$ cat src/pp_io_pkg.sv
`default_nettype none

////////////////////////////////////////////////////////////
// data path and DDS board types
////////////////////////////////////////////////////////////

package pp_io_pkg;

	typedef logic [31:0] word_t;        // W and memory data
	typedef logic [3:0]  shutter_t;     // BNC shutter lines
	typedef logic [3:0]  dds_board_t;   // board select

	typedef enum logic [1:0]
	{
		dds_frq = 2'd0,
		dds_amp = 2'd1,
		dds_phs = 2'd2,
		dds_chn = 2'd3
	} dds_kind_t;

	// one command toward the DDS boards, 38 bits
	typedef struct packed
	{
		dds_board_t board;
		dds_kind_t  kind;
		word_t      payload;
	} dds_cmd_t;

	typedef enum logic [2:0]
	{
		seq_stop     = 3'd0,
		seq_fetch    = 3'd1,
		seq_setup    = 3'd2,
		seq_exec     = 3'd3,
		seq_wait     = 3'd4,
		seq_dds_wait = 3'd5
	} seq_state_t;

endpackage

`default_nettype wire
$ cat src/pp_isa_pkg.sv
`default_nettype none

////////////////////////////////////////////////////////////
// instruction set
////////////////////////////////////////////////////////////

package pp_isa_pkg;

	// names ending in d take the data field as operand
	typedef enum logic [7:0]
	{
		op_nop    = 8'h00,
		op_ddsfrq = 8'h01,
		op_ddsamp = 8'h02,
		op_ddsphs = 8'h03,
		op_ddschn = 8'h04,
		op_shutter = 8'h05,
		op_count  = 8'h06,
		op_countd = 8'h07,
		op_delay  = 8'h08,
		op_delayd = 8'h09,
		op_ldwr   = 8'h0A,
		op_ldwrd  = 8'h0B,
		op_ldwi   = 8'h0C,
		op_stwr   = 8'h0D,
		op_stwi   = 8'h0E,
		op_ldindf = 8'h0F,
		op_andw   = 8'h10,
		op_andwd  = 8'h11,
		op_addw   = 8'h12,
		op_addwd  = 8'h13,
		op_inc    = 8'h14,
		op_dec    = 8'h15,
		op_clrw   = 8'h16,
		op_cmp    = 8'h17,
		op_cmpd   = 8'h18,
		op_jmp    = 8'h19,
		op_jmpz   = 8'h1A,
		op_jmpnz  = 8'h1B,
		op_mul    = 8'h1C,
		op_muld   = 8'h1D,
		op_sub    = 8'h1E,
		op_subd   = 8'h1F,
		op_shl    = 8'h20,
		op_shld   = 8'h21,
		op_shr    = 8'h22,     // arithmetic
		op_shrd   = 8'h23,     // logical
		op_jmpgz  = 8'h29,
		op_jmplz  = 8'h2A,
		op_jmpge  = 8'h2B,
		op_jmple  = 8'h2C,
		op_stop   = 8'hFF
	} opcode_t;

	typedef logic [23:0] imm_t;   // data field, also delay count

	typedef struct packed
	{
		opcode_t opcode;
		imm_t    data;
	} instr_t;

	typedef enum logic [3:0]
	{
		alu_none, alu_load, alu_and, alu_add, alu_sub, alu_mul, alu_inc,
		alu_dec, alu_shl, alu_shr_a, alu_shr_l, alu_clr, alu_cmp, alu_ldindf
	} alu_op_t;

	typedef enum logic [2:0]
	{
		jc_never, jc_always, jc_z, jc_nz, jc_gz, jc_lz, jc_ge, jc_le
	} jump_cond_t;

	typedef struct packed
	{
		alu_op_t              alu_op;
		logic                 use_imm;    // operand is the data field
		logic                 indirect;   // operand address from INDF
		jump_cond_t           jump_cond;
		logic                 store;      // W to memory in setup
		logic                 delay;
		logic                 count;
		logic                 dds;
		pp_io_pkg::dds_kind_t dds_kind;
		logic                 shutter;
		logic                 stop;
	} decoded_t;

endpackage

`default_nettype wire

$ cat src/pp_core.sv
`default_nettype none

module pp_core
#(
	parameter int ADDR_W = 14
)
(
	input  wire                 clk_i,
	input  wire                 reset_i,
	input  wire                 start_i,
	input  wire                 stop_i,
	input  wire                 pmt_i,
	output logic [ADDR_W-1:0]   mem_addr_o,
	output logic                mem_we_o,
	output pp_io_pkg::word_t    mem_wdata_o,
	input  pp_io_pkg::word_t    mem_rdata_i,
	output logic                dds_valid_o,
	output pp_io_pkg::dds_cmd_t dds_cmd_o,
	input  wire                 dds_ready_i,
	output pp_io_pkg::shutter_t shutter_o,
	output logic                pp_active_o,
	output logic [ADDR_W-1:0]   pc_o,
	output pp_io_pkg::word_t    w_o
);

	pp_isa_pkg::instr_t   instr;
	pp_isa_pkg::decoded_t dec;
	pp_io_pkg::word_t     operand;
	logic [ADDR_W-1:0]    indf;
	logic                 take_jump;
	logic                 exec_en;
	logic                 count_en;
	logic                 clear;
	logic                 shutter_we;
	logic                 seq_dds_valid;   // sequencer to output stage
	logic                 seq_dds_ready;
	pp_io_pkg::dds_cmd_t  seq_dds_cmd;

	pp_decode pp_decode_inst
	(
		.instr_i (instr),
		.dec_o   (dec)
	);

	pp_execute #(.ADDR_W(ADDR_W)) pp_execute_inst
	(
		.clk_i       (clk_i),
		.reset_i     (reset_i),
		.exec_en_i   (exec_en),
		.count_en_i  (count_en),
		.pmt_i       (pmt_i),
		.dec_i       (dec),
		.imm_i       (instr.data),
		.operand_i   (operand),
		.clear_i     (clear),
		.w_o         (w_o),
		.indf_o      (indf),
		.take_jump_o (take_jump)
	);

	pp_sequencer #(.ADDR_W(ADDR_W)) pp_sequencer_inst
	(
		.clk_i        (clk_i),
		.reset_i      (reset_i),
		.start_i      (start_i),
		.stop_i       (stop_i),
		.mem_rdata_i  (mem_rdata_i),
		.mem_addr_o   (mem_addr_o),
		.mem_we_o     (mem_we_o),
		.mem_wdata_o  (mem_wdata_o),
		.dec_i        (dec),
		.instr_o      (instr),
		.w_i          (w_o),
		.indf_i       (indf),
		.take_jump_i  (take_jump),
		.exec_en_o    (exec_en),
		.count_en_o   (count_en),
		.clear_o      (clear),
		.operand_o    (operand),
		.dds_valid_o  (seq_dds_valid),
		.dds_cmd_o    (seq_dds_cmd),
		.dds_ready_i  (seq_dds_ready),
		.shutter_we_o (shutter_we),
		.pc_o         (pc_o),
		.active_o     (pp_active_o)
	);

	pp_output_stage pp_output_stage_inst
	(
		.clk_i        (clk_i),
		.reset_i      (reset_i),
		.shutter_we_i (shutter_we),
		.shutter_i    (instr.data[3:0]),   // shutter bits of the data field
		.shutter_o    (shutter_o),
		.cmd_valid_i  (seq_dds_valid),
		.cmd_i        (seq_dds_cmd),
		.cmd_ready_o  (seq_dds_ready),
		.dds_valid_o  (dds_valid_o),
		.dds_cmd_o    (dds_cmd_o),
		.dds_ready_i  (dds_ready_i)
	);

endmodule

`default_nettype wire

$ cat src/pp_output_stage.sv
`default_nettype none

module pp_output_stage
(
	input  wire                 clk_i,
	input  wire                 reset_i,
	input  wire                 shutter_we_i,
	input  pp_io_pkg::shutter_t shutter_i,
	output pp_io_pkg::shutter_t shutter_o,
	input  wire                 cmd_valid_i,
	input  pp_io_pkg::dds_cmd_t cmd_i,
	output logic                cmd_ready_o,
	output logic                dds_valid_o,
	output pp_io_pkg::dds_cmd_t dds_cmd_o,
	input  wire                 dds_ready_i
);

	pp_io_pkg::shutter_t shutter_q;
	pp_io_pkg::dds_cmd_t cmd_q;      // held toward the board
	logic                full_q;

	always_ff @(posedge clk_i)
	begin
		if (reset_i)
		begin
			shutter_q <= '0;
			full_q    <= 1'b0;
		end
		else
		begin
			if (shutter_we_i)
				shutter_q <= shutter_i;
			if (!full_q)
				full_q <= cmd_valid_i;
			else if (dds_ready_i)
				full_q <= 1'b0;   // board took it
		end
	end

	always_ff @(posedge clk_i)
	begin
		if (cmd_valid_i && !full_q)
			cmd_q <= cmd_i;
	end

	assign cmd_ready_o = !full_q;   // single entry
	assign dds_valid_o = full_q;
	assign dds_cmd_o   = cmd_q;
	assign shutter_o   = shutter_q;

endmodule

`default_nettype wire

$ cat src/pp_sequencer.sv
`default_nettype none

module pp_sequencer
#(
	parameter int ADDR_W = 14
)
(
	input  wire                  clk_i,
	input  wire                  reset_i,
	input  wire                  start_i,
	input  wire                  stop_i,
	input  pp_io_pkg::word_t     mem_rdata_i,
	output logic [ADDR_W-1:0]    mem_addr_o,
	output logic                 mem_we_o,
	output pp_io_pkg::word_t     mem_wdata_o,
	input  pp_isa_pkg::decoded_t dec_i,
	output pp_isa_pkg::instr_t   instr_o,
	input  pp_io_pkg::word_t     w_i,
	input  wire [ADDR_W-1:0]     indf_i,
	input  wire                  take_jump_i,
	output logic                 exec_en_o,
	output logic                 count_en_o,
	output logic                 clear_o,
	output pp_io_pkg::word_t     operand_o,
	output logic                 dds_valid_o,
	output pp_io_pkg::dds_cmd_t  dds_cmd_o,
	input  wire                  dds_ready_i,
	output logic                 shutter_we_o,
	output logic [ADDR_W-1:0]    pc_o,
	output logic                 active_o
);

	pp_io_pkg::seq_state_t state_q;
	pp_io_pkg::seq_state_t state_d;
	logic [ADDR_W-1:0]     pc_q;
	pp_isa_pkg::imm_t      delay_q;      // wait cycles left
	pp_isa_pkg::imm_t      delay_n;
	pp_isa_pkg::imm_t      delay_load;
	pp_isa_pkg::instr_t    instr_q;
	pp_io_pkg::dds_cmd_t   dds_cmd_q;
	pp_io_pkg::dds_cmd_t   dds_cmd_d;

	// in setup the word comes straight from memory
	assign instr_o = (state_q == pp_io_pkg::seq_setup) ?
		pp_isa_pkg::instr_t'(mem_rdata_i) : instr_q;

	assign delay_n    = dec_i.use_imm ? instr_o.data : mem_rdata_i[23:0];
	assign delay_load = dec_i.count ? delay_n :
		(delay_n == '0) ? '0 : delay_n - 24'd1;   // delay n waits n-1

	////////////////////////////////////////////////////////////
	// control FSM
	////////////////////////////////////////////////////////////

	always_comb
	begin
		state_d = state_q;
		case (state_q)
			pp_io_pkg::seq_stop:
				if (start_i)
					state_d = pp_io_pkg::seq_fetch;
			pp_io_pkg::seq_fetch: state_d = pp_io_pkg::seq_setup;
			pp_io_pkg::seq_setup: state_d = pp_io_pkg::seq_exec;
			pp_io_pkg::seq_exec:
				if (dec_i.stop)
					state_d = pp_io_pkg::seq_stop;
				else if (dec_i.dds)
					state_d = pp_io_pkg::seq_dds_wait;
				else if ((dec_i.delay || dec_i.count) && delay_load != '0)
					state_d = pp_io_pkg::seq_wait;
				else
					state_d = pp_io_pkg::seq_fetch;
			pp_io_pkg::seq_wait:
				if (delay_q <= 24'd1)
					state_d = pp_io_pkg::seq_fetch;
			pp_io_pkg::seq_dds_wait:
				if (dds_ready_i)
					state_d = pp_io_pkg::seq_fetch;   // accepted this cycle
			default: state_d = pp_io_pkg::seq_stop;
		endcase
		if (stop_i)
			state_d = pp_io_pkg::seq_stop;
	end

	always_ff @(posedge clk_i)
	begin
		if (reset_i)
		begin
			state_q <= pp_io_pkg::seq_stop;
			pc_q    <= '0;
			delay_q <= '0;
		end
		else
		begin
			state_q <= state_d;
			case (state_q)
				pp_io_pkg::seq_stop:
				begin
					pc_q    <= '0;
					delay_q <= '0;
				end
				pp_io_pkg::seq_exec:
				begin
					pc_q    <= take_jump_i ? instr_o.data[ADDR_W-1:0] : pc_q + 1'b1;
					delay_q <= delay_load;
				end
				pp_io_pkg::seq_wait: delay_q <= delay_q - 24'd1;
				default: ;
			endcase
		end
	end

	// DDS command, payload masked by kind
	always_comb
	begin
		dds_cmd_d.board = instr_o.data[23:20];
		dds_cmd_d.kind  = dec_i.dds_kind;
		case (dec_i.dds_kind)
			pp_io_pkg::dds_frq: dds_cmd_d.payload = mem_rdata_i;
			pp_io_pkg::dds_amp: dds_cmd_d.payload = {22'd0, mem_rdata_i[9:0]};
			pp_io_pkg::dds_phs: dds_cmd_d.payload = {18'd0, mem_rdata_i[13:0]};
			default:            dds_cmd_d.payload = {28'd0, instr_o.data[19:16]};
		endcase
	end

	always_ff @(posedge clk_i)
	begin
		if (state_q == pp_io_pkg::seq_setup)
			instr_q <= pp_isa_pkg::instr_t'(mem_rdata_i);
		if (state_q == pp_io_pkg::seq_exec)
			dds_cmd_q <= dds_cmd_d;
	end

	// memory port
	assign mem_addr_o  = (state_q != pp_io_pkg::seq_setup) ? pc_q :
		dec_i.indirect ? indf_i : instr_o.data[ADDR_W-1:0];
	assign mem_we_o    = (state_q == pp_io_pkg::seq_setup) && dec_i.store;
	assign mem_wdata_o = w_i;

	assign operand_o    = mem_rdata_i;   // valid in exec
	assign exec_en_o    = (state_q == pp_io_pkg::seq_exec);
	assign count_en_o   = (state_q == pp_io_pkg::seq_wait) && dec_i.count;
	assign clear_o      = (state_q == pp_io_pkg::seq_stop);
	assign shutter_we_o = exec_en_o && dec_i.shutter;
	assign dds_valid_o  = (state_q == pp_io_pkg::seq_dds_wait);
	assign dds_cmd_o    = dds_cmd_q;
	assign pc_o         = pc_q;
	assign active_o     = (state_q != pp_io_pkg::seq_stop);

endmodule

`default_nettype wire

$ cat src/pp_execute.sv
`default_nettype none

module pp_execute
#(
	parameter int ADDR_W = 14
)
(
	input  wire                  clk_i,
	input  wire                  reset_i,
	input  wire                  exec_en_i,
	input  wire                  count_en_i,
	input  wire                  pmt_i,
	input  pp_isa_pkg::decoded_t dec_i,
	input  pp_isa_pkg::imm_t     imm_i,
	input  pp_io_pkg::word_t     operand_i,
	input  wire                  clear_i,
	output pp_io_pkg::word_t     w_o,
	output logic [ADDR_W-1:0]    indf_o,
	output logic                 take_jump_o
);

	pp_io_pkg::word_t  w_q;
	logic [ADDR_W-1:0] indf_q;
	logic              cmp_gt_q;     // W > operand at last cmp
	logic              cmp_lt_q;
	logic              cmp_eq;
	pp_io_pkg::word_t  opnd;

	assign opnd   = dec_i.use_imm ? {8'h00, imm_i} : operand_i;   // zero extended
	assign cmp_eq = !cmp_gt_q && !cmp_lt_q;

	////////////////////////////////////////////////////////////
	// W, INDF and compare flags
	////////////////////////////////////////////////////////////

	always_ff @(posedge clk_i)
	begin
		if (reset_i || clear_i)
		begin
			w_q      <= '0;
			indf_q   <= '0;
			cmp_gt_q <= 1'b0;
			cmp_lt_q <= 1'b0;
		end
		else if (count_en_i)
			w_q <= w_q + {31'd0, pmt_i};   // one photon per cycle at most
		else if (exec_en_i)
		begin
			if (dec_i.count)
				w_q <= '0;
			case (dec_i.alu_op)
				pp_isa_pkg::alu_load:  w_q <= opnd;
				pp_isa_pkg::alu_and:   w_q <= w_q & opnd;
				pp_isa_pkg::alu_add:   w_q <= w_q + opnd;
				pp_isa_pkg::alu_sub:   w_q <= w_q - opnd;
				pp_isa_pkg::alu_mul:   w_q <= w_q * opnd;     // low 32 bits
				pp_isa_pkg::alu_inc:   w_q <= opnd + 32'd1;
				pp_isa_pkg::alu_dec:   w_q <= opnd - 32'd1;
				pp_isa_pkg::alu_shl:   w_q <= w_q << opnd;
				pp_isa_pkg::alu_shr_a: w_q <= $signed(w_q) >>> opnd;
				pp_isa_pkg::alu_shr_l: w_q <= w_q >> opnd;
				pp_isa_pkg::alu_clr:   w_q <= '0;
				pp_isa_pkg::alu_ldindf: indf_q <= opnd[ADDR_W-1:0];
				pp_isa_pkg::alu_cmp:
				begin
					cmp_gt_q <= $signed(w_q) > $signed(opnd);
					cmp_lt_q <= $signed(w_q) < $signed(opnd);
				end
				default: ;
			endcase
		end
	end

	// jump test against the flags of the last cmp
	always_comb
	begin
		case (dec_i.jump_cond)
			pp_isa_pkg::jc_always: take_jump_o = 1'b1;
			pp_isa_pkg::jc_z:      take_jump_o = cmp_eq;
			pp_isa_pkg::jc_nz:     take_jump_o = !cmp_eq;
			pp_isa_pkg::jc_gz:     take_jump_o = cmp_gt_q;
			pp_isa_pkg::jc_lz:     take_jump_o = cmp_lt_q;
			pp_isa_pkg::jc_ge:     take_jump_o = !cmp_lt_q;
			pp_isa_pkg::jc_le:     take_jump_o = !cmp_gt_q;
			default:               take_jump_o = 1'b0;
		endcase
	end

	assign w_o    = w_q;
	assign indf_o = indf_q;

endmodule

`default_nettype wire

$ cat src/pp_decode.sv
`default_nettype none

module pp_decode
(
	input  pp_isa_pkg::instr_t   instr_i,
	output pp_isa_pkg::decoded_t dec_o
);

	always_comb
	begin
		dec_o = '0;   // unknown opcodes fall through as nop

		case (instr_i.opcode)
			pp_isa_pkg::op_ddsfrq:
			begin
				dec_o.dds      = 1'b1;
				dec_o.dds_kind = pp_io_pkg::dds_frq;
			end
			pp_isa_pkg::op_ddsamp:
			begin
				dec_o.dds      = 1'b1;
				dec_o.dds_kind = pp_io_pkg::dds_amp;
			end
			pp_isa_pkg::op_ddsphs:
			begin
				dec_o.dds      = 1'b1;
				dec_o.dds_kind = pp_io_pkg::dds_phs;
			end
			pp_isa_pkg::op_ddschn:
			begin
				dec_o.dds      = 1'b1;
				dec_o.dds_kind = pp_io_pkg::dds_chn;
			end
			pp_isa_pkg::op_shutter: dec_o.shutter = 1'b1;
			pp_isa_pkg::op_count, pp_isa_pkg::op_countd: dec_o.count = 1'b1;
			pp_isa_pkg::op_delay, pp_isa_pkg::op_delayd: dec_o.delay = 1'b1;
			pp_isa_pkg::op_ldwr, pp_isa_pkg::op_ldwrd: dec_o.alu_op = pp_isa_pkg::alu_load;
			pp_isa_pkg::op_ldwi:
			begin
				dec_o.alu_op   = pp_isa_pkg::alu_load;
				dec_o.indirect = 1'b1;
			end
			pp_isa_pkg::op_stwr: dec_o.store = 1'b1;
			pp_isa_pkg::op_stwi:
			begin
				dec_o.store    = 1'b1;
				dec_o.indirect = 1'b1;
			end
			pp_isa_pkg::op_ldindf: dec_o.alu_op = pp_isa_pkg::alu_ldindf;
			pp_isa_pkg::op_andw, pp_isa_pkg::op_andwd: dec_o.alu_op = pp_isa_pkg::alu_and;
			pp_isa_pkg::op_addw, pp_isa_pkg::op_addwd: dec_o.alu_op = pp_isa_pkg::alu_add;
			pp_isa_pkg::op_sub, pp_isa_pkg::op_subd: dec_o.alu_op = pp_isa_pkg::alu_sub;
			pp_isa_pkg::op_mul, pp_isa_pkg::op_muld: dec_o.alu_op = pp_isa_pkg::alu_mul;
			pp_isa_pkg::op_shl, pp_isa_pkg::op_shld: dec_o.alu_op = pp_isa_pkg::alu_shl;
			pp_isa_pkg::op_shr: dec_o.alu_op = pp_isa_pkg::alu_shr_a;
			pp_isa_pkg::op_shrd: dec_o.alu_op = pp_isa_pkg::alu_shr_l;
			pp_isa_pkg::op_inc: dec_o.alu_op = pp_isa_pkg::alu_inc;
			pp_isa_pkg::op_dec: dec_o.alu_op = pp_isa_pkg::alu_dec;
			pp_isa_pkg::op_clrw: dec_o.alu_op = pp_isa_pkg::alu_clr;
			pp_isa_pkg::op_cmp, pp_isa_pkg::op_cmpd: dec_o.alu_op = pp_isa_pkg::alu_cmp;
			pp_isa_pkg::op_jmp: dec_o.jump_cond = pp_isa_pkg::jc_always;
			pp_isa_pkg::op_jmpz: dec_o.jump_cond = pp_isa_pkg::jc_z;
			pp_isa_pkg::op_jmpnz: dec_o.jump_cond = pp_isa_pkg::jc_nz;
			pp_isa_pkg::op_jmpgz: dec_o.jump_cond = pp_isa_pkg::jc_gz;
			pp_isa_pkg::op_jmplz: dec_o.jump_cond = pp_isa_pkg::jc_lz;
			pp_isa_pkg::op_jmpge: dec_o.jump_cond = pp_isa_pkg::jc_ge;
			pp_isa_pkg::op_jmple: dec_o.jump_cond = pp_isa_pkg::jc_le;
			pp_isa_pkg::op_stop: dec_o.stop = 1'b1;
			default: ;
		endcase

		// immediate forms
		case (instr_i.opcode)
			pp_isa_pkg::op_countd, pp_isa_pkg::op_delayd, pp_isa_pkg::op_ldwrd,
			pp_isa_pkg::op_andwd, pp_isa_pkg::op_addwd, pp_isa_pkg::op_cmpd,
			pp_isa_pkg::op_muld, pp_isa_pkg::op_subd, pp_isa_pkg::op_shld,
			pp_isa_pkg::op_shrd:
				dec_o.use_imm = 1'b1;
			default: ;
		endcase
	end

endmodule

`default_nettype wire

$ cat config.mk
export PLATFORM = sky130hd
export DESIGN_NAME = pp_core
export DESIGN_NICKNAME = d
export VERILOG_FILES = /design/src/pp_io_pkg.sv /design/src/pp_isa_pkg.sv /design/src/pp_core.sv /design/src/pp_output_stage.sv /design/src/pp_sequencer.sv /design/src/pp_execute.sv /design/src/pp_decode.sv
export SDC_FILE = /design/constraint.sdc
export NUM_CORES = 2
export LEC_CHECK = 0
export BUFFER_PORTS_ARGS = -buffer_cell sky130_fd_sc_hd__buf_2
export CORE_ASPECT_RATIO = 2
export CORE_MARGIN = 4
export CORE_UTILIZATION = 65
export DETAILED_ROUTE_END_ITERATION = 6
export PLACE_DENSITY_LB_ADDON = 0.25
export SLEW_MARGIN = 20
export SYNTH_ARGS = -nofsm -noshare
export SYNTH_HDL_FRONTEND = slang
export SYNTH_SLANG_ARGS = --single-unit
$ cat constraint.sdc
create_clock -name clk_i -period 13.1 [get_ports clk_i]
set_input_delay 0.655 -clock clk_i [delete_from_list [all_inputs] [get_ports clk_i]]
set_output_delay 0.655 -clock clk_i [all_outputs]
set_load 0.005 [all_outputs]
==> results of run 1 <==
==> per-layer routing <==
layer	global-route usage, %	GRT overflow
met3	61.2	6
met2	94.2	354
met4	80.1	236
met1	75.9	4
met5	28.3	4
==> cells by family after synthesis <==
logic type / share of synthesized area (%)
AOI/OAI and AO/OA: 18.3
and+or+nand+nor: 21.0
adders and majority gates: 29.8
muxes: 4.10
buffers and inverters: 9.14
DFF: 13.0
xor gates and xnor gates: 4.71
==> metrics by stage <==
stage / setup WS (ns) / cells / util, % / instance area, um2
after floorplan: 3.28 / 4658 / - / 37000
after global placement: 1.95 / 5394 / 68.4 / 38500
after detailed placement: 1.47 / 5394 / 68.4 / 38500
after CTS: 1.44 / 5430 / 69.6 / 39200
==> results by group, run 1 <==
Logic synthesis
  • Post-synthesis sequential area ratio: 13.0%
  • Area share of the largest cell type after synthesis: 22.2%
  • Number of synthesized flops with an enable pin: 76
  • Async set-reset flop share out of synthesis: 0%
  • Synth cell count leaders: 512 x nand2_1, 490 x inv_1, 438 x nor2_1
  • Biggest area consumer among synthesized cells: fa_1
  • Mapped Area: 37000 um2
  • Synthesized flop and latch total: 202
  • Yosys cell types: 106
  • Syn. warnings: 0
  • Avg Cell Area, Syn: 7.94 um2
  • Count leader, synth: nand2_1
  • Mapped Nets: 5332
  • Largest cells by area after synthesis: fa_1 22%, ha_1 7.6%, dfxtp_1 6.8%, edfxtp_1 6.2%, nand2_1 5.2%
  • Synth Flop Type: dfxtp_1
  • Post-Syn Instances: 4658

Outcome
  • Error: [ERROR GRT-0116] Global routing finished with congestion. Check the congestion regions in the DRC Viewer.
  • Last stage: global routing
  • Status: did not finish

Place
  • Port buffer count: 174
  • Routability cong.: 1.25
  • Detailed placer's ending HPWL: 154000 um

Clock network
  • Root Buffer: clkbuf_16
  • Hold buffer count at CTS: 0
  • CTS max path bufs: 3
  • Post-CTS Resized: 0
  • TritonCTS Buffers: 20
  • Setup bufs post-CTS: 0
  • Num Clock Sinks: 202
  • # H-tree levels: 1

Die
  • Row count: 123
  • Die Ht: 345 um
  • Die X: 177 um
  • I/O pin total: 175
  • Starting density of the core: 65.7%

Global routing
  • Number of global-route vias before repair: 47604
  • Largest net degree at the start of global routing: 60
  • Global route total overflow: 604
  • Tot GR Track Use: 77.5%
  • First-pass GRT wire length: 359000 um
==> run 2, diff against run 1 <==
--- a/config.mk
+++ b/config.mk
@@ -6,11 +6,10 @@
 export NUM_CORES = 2
 export LEC_CHECK = 0
 export BUFFER_PORTS_ARGS = -buffer_cell sky130_fd_sc_hd__buf_2
-export CORE_ASPECT_RATIO = 2
 export CORE_MARGIN = 4
-export CORE_UTILIZATION = 65
+export CORE_UTILIZATION = 40
 export DETAILED_ROUTE_END_ITERATION = 6
-export PLACE_DENSITY_LB_ADDON = 0.25
+export PLACE_DENSITY_LB_ADDON = 0.15
 export SLEW_MARGIN = 20
 export SYNTH_ARGS = -nofsm -noshare
 export SYNTH_HDL_FRONTEND = slang
==> results by group, run 2 <==
Die
  • I/O pin total: 175 (unchanged)
  • Die area: 97400 um2
  • Die X: 312 um (+77%)
  • Starting density of the core: 40.4% (-25 points)
  • Die Ht: 312 um (-9.6%)
  • Row count: 111 (-9.8%)
  • Core Region: 91700 um2

Logic synthesis
  • Number of synthesized flops with an enable pin: 76 (unchanged)
  • Mapped Nets: 5332 (unchanged)
  • Synth Flop Type: dfxtp_1
  • Area share of the largest cell type after synthesis: 22.2% (unchanged)
  • Post-synthesis sequential area ratio: 13.0% (unchanged)
  • Biggest area consumer among synthesized cells: fa_1
  • Mapped Area: 37000 um2 (unchanged)
  • Largest cells by area after synthesis: fa_1 22%, ha_1 7.6%, dfxtp_1 6.8%, edfxtp_1 6.2%, nand2_1 5.2%
  • Async set-reset flop share out of synthesis: 0% (unchanged)
  • Yosys cell types: 106 (unchanged)
  • Synth cell count leaders: 512 x nand2_1, 490 x inv_1, 438 x nor2_1
  • Post-Syn Instances: 4658 (unchanged)
  • Avg Cell Area, Syn: 7.94 um2 (unchanged)
  • Count leader, synth: nand2_1
  • Syn. warnings: 0 (unchanged)
  • Synthesized flop and latch total: 202 (unchanged)

Finish
  • Layout area overhead: 8.45%
  • Most common cell after layout, fill and taps aside: nand2_1
  • Fin nets: 5365
  • Proportion of layout cells with a drive suffix above 1: 11.2%
  • Commonest non-fill, non-tap cells in the layout: 512 x nand2_1, 490 x inv_1, 434 x nor2_1, 410 x fa_1, 262 x a21oi_1

Global routing
  • Tot GR Track Use: 41.1%
  • Initial antenna violation count: 15
  • Largest net degree at the start of global routing: 50
  • First-pass GRT wire length: 288000 um
  • Global route total overflow: 0
  • Number of global-route vias before repair: 37441

Power and ir drop
  • Gate power share: 50.9%
  • Clock power frac: 25.5%
  • Pleak: 17.8 nW
  • Power per cell area: 76.8 nW/um2
  • Switch share: 50.6%
  • Internal power: 1.52 mW
  • VDD IR max: 78.8 uV
  • Reg power frac: 23.6%
  • Switch Pwr: 1.56 mW

Critical path
  • CP endpoint kind: flip-flop
  • CP Data Arrival Time: 12.11 ns
  • Crit. path cell count: 33
  • Crit Reg-Reg Startpoint: pp_sequencer_inst.state_q[1]$_SDFFE_PP0P_
  • Reg2reg path depth: 33
  • Nature of the critical path startpoint: flip-flop
  • Crit-path max cell delay: 0.80 ns
  • Crit Reg-Reg Endpoint: pp_execute_inst.w_o[31]$_SDFFE_PP0P_
  • Most used cell, CP: fa_1
  • WP buf/inv: 6
  • Critical Path Sink: pp_execute_inst.w_o[31]$_SDFFE_PP0P_
  • Crit-path max FO: 21
  • Worst Setup Path Type: reg2reg
  • Worst endpoint required time: 13.57 ns
  • Reg2reg setup slack: 1.47 ns
  • Crit path from: pp_sequencer_inst.state_q[1]$_SDFFE_PP0P_
  • Crit-path leading delay family: adder cells
  • Slowest CP cell: clkinv_1

Clock network
  • Clk_lat worst skew: 0.60 ns
  • Post-CTS Resized: 0 (unchanged)
  • CTS max path bufs: 3 (unchanged)
  • Num Clock Sinks: 202 (unchanged)
  • Setup bufs post-CTS: 0 (unchanged)
  • TritonCTS Buffers: 25 (+25%)
  • Root Buffer: clkbuf_16
  • # H-tree levels: 1 (unchanged)
  • Worst-path clk slew: 0.07 ns
  • Hold buffer count at CTS: 0 (unchanged)
  • TritonCTS clock tree: yes

Outcome
  • Status: finished, violations left
  • Failing checks: design-rule violations

STA
  • Period utilization: 88.8%
  • Pins over their slew limit: 0
  • Peak Freq: 0.0860 GHz
  • Endpoints failing setup: 0
  • Max_slew headroom: 11.7%
  • RSZ-0062 raised after global routing: no
  • Fin Hold WS: 0.268 ns
  • Fin Clk Skew: 0.0315 ns
  • Slew @ Worst Pin: 1.33 ns
  • Final min period: 11.63 ns
  • Final Hold Violating Endpoints: 0
  • Setup tns final: 0 ns

Routing
  • WL/cell: 34.8 um
  • Initial DRT Pass Iterations: 7
  • Via count: 38175
  • WL met3: 21500 um
  • DR top layer: met5
  • Number of routed nets with antenna violations: 0
  • Routed wl met2: 87900 um
  • First DRT Iteration DRCs: 4700
  • Drc violations: 3
  • Via density: 6.47
  • Routed WL: 205000 um
  • WL met1: 77500 um

Job
  • Max-cap violation count: 0

Place
  • Detailed placer's ending HPWL: 157000 um (+1.8%)
  • Routability cong.: 1.11 (-11%)
  • Port buffer count: 174 (unchanged)

Worst hold path
  • Worst hold-check path type: in2reg
## run 2: cell counts after synthesis
No cell type changed its count.
## run 2: routing by layer
metal	up-vias	GRT usage (%)
li1	15933	-
met1	18881	51.0
met2	2590	62.7
met3	761	10.1
met4	10	29.3
met5	-	0
## run 2: layout make-up
cell class              instances  area, um2
well taps                    1186       1480
multi-input cells            3625      29000
clock inverters                12        179
flip-flops and latches        202       4810
fillers                      9529      51500
clock buffers                  34        709
diodes                          3       7.51
repair buffers                333       2070
inverters                     504       1890
## run 2: worst min-delay path by stage
stage | start | to | slack (ns) | cells past startpoint
2_1_floorplan | pp_sequencer_inst.dds_cmd_o[0]$_DFFE_PP_ | pp_output_stage_inst.dds_cmd_o[0]$_DFFE_PP_ | 0.40 | 0
3_3_place_gp | pp_sequencer_inst.dds_cmd_o[19]$_DFFE_PP_ | pp_output_stage_inst.dds_cmd_o[19]$_DFFE_PP_ | 0.40 | 0
3_5_place_dp | pp_sequencer_inst.dds_cmd_o[17]$_DFFE_PP_ | pp_output_stage_inst.dds_cmd_o[17]$_DFFE_PP_ | 0.40 | 0
4_1_cts | stop_i | pp_sequencer_inst.state_q[1]$_SDFFE_PP0P_ | 0.24 | 2
5_1_grt | stop_i | pp_sequencer_inst.state_q[1]$_SDFFE_PP0P_ | 0.27 | 2
6_report | stop_i | pp_sequencer_inst.state_q[1]$_SDFFE_PP0P_ | 0.27 | 2
## run 2: cells by family (layout without fill, tap and decap cells)
kind of cell / count (synthesis) / after routing / share of synthesized area, %
and+or+nand+nor: 1643 / 1643 / 21.0
AOI/OAI and AO/OA: 1031 / 1031 / 18.3
buffers and inverters: 831 / 883 / 9.14
adders and majority gates: 636 / 636 / 29.8
DFF: 202 / 202 / 13.0
xor gates and xnor gates: 188 / 188 / 4.71
muxes: 127 / 127 / 4.10
other: 0 / 3 / 0
## run 2: stage by stage
| stage | cells | total power [mW] | cell area [um2] | utilization, % | worst slack (ns) |
|---|---|---|---|---|---|
| 3_3_place_gp | 5848 | 2.22 | 39200 | 42.8 | 1.82 |
| 6_report | 5899 | 3.08 | 40100 | 43.8 | 1.47 |
| 5_1_grt | 5896 | 3.13 | 40100 | 43.8 | 1.03 |
| 3_5_place_dp | 5849 | 2.21 | 39200 | 42.8 | 1.68 |
| 2_1_floorplan | 4658 | 1.55 | 37000 | - | 3.28 |
| 4_1_cts | 5895 | 2.99 | 40100 | 43.7 | 1.65 |
## run 2: power by group through the flow
stage | sequential (mW) | clock, mW | combinational [mW]
floorplan | 0.718 | 0 | 0.831
global placement | 0.739 | 0 | 1.48
detailed placement | 0.738 | 0 | 1.47
CTS | 0.725 | 0.794 | 1.47
global route | 0.730 | 0.812 | 1.59
finish | 0.727 | 0.787 | 1.57
No activity file was read; power rests on OpenSTA's default activity.
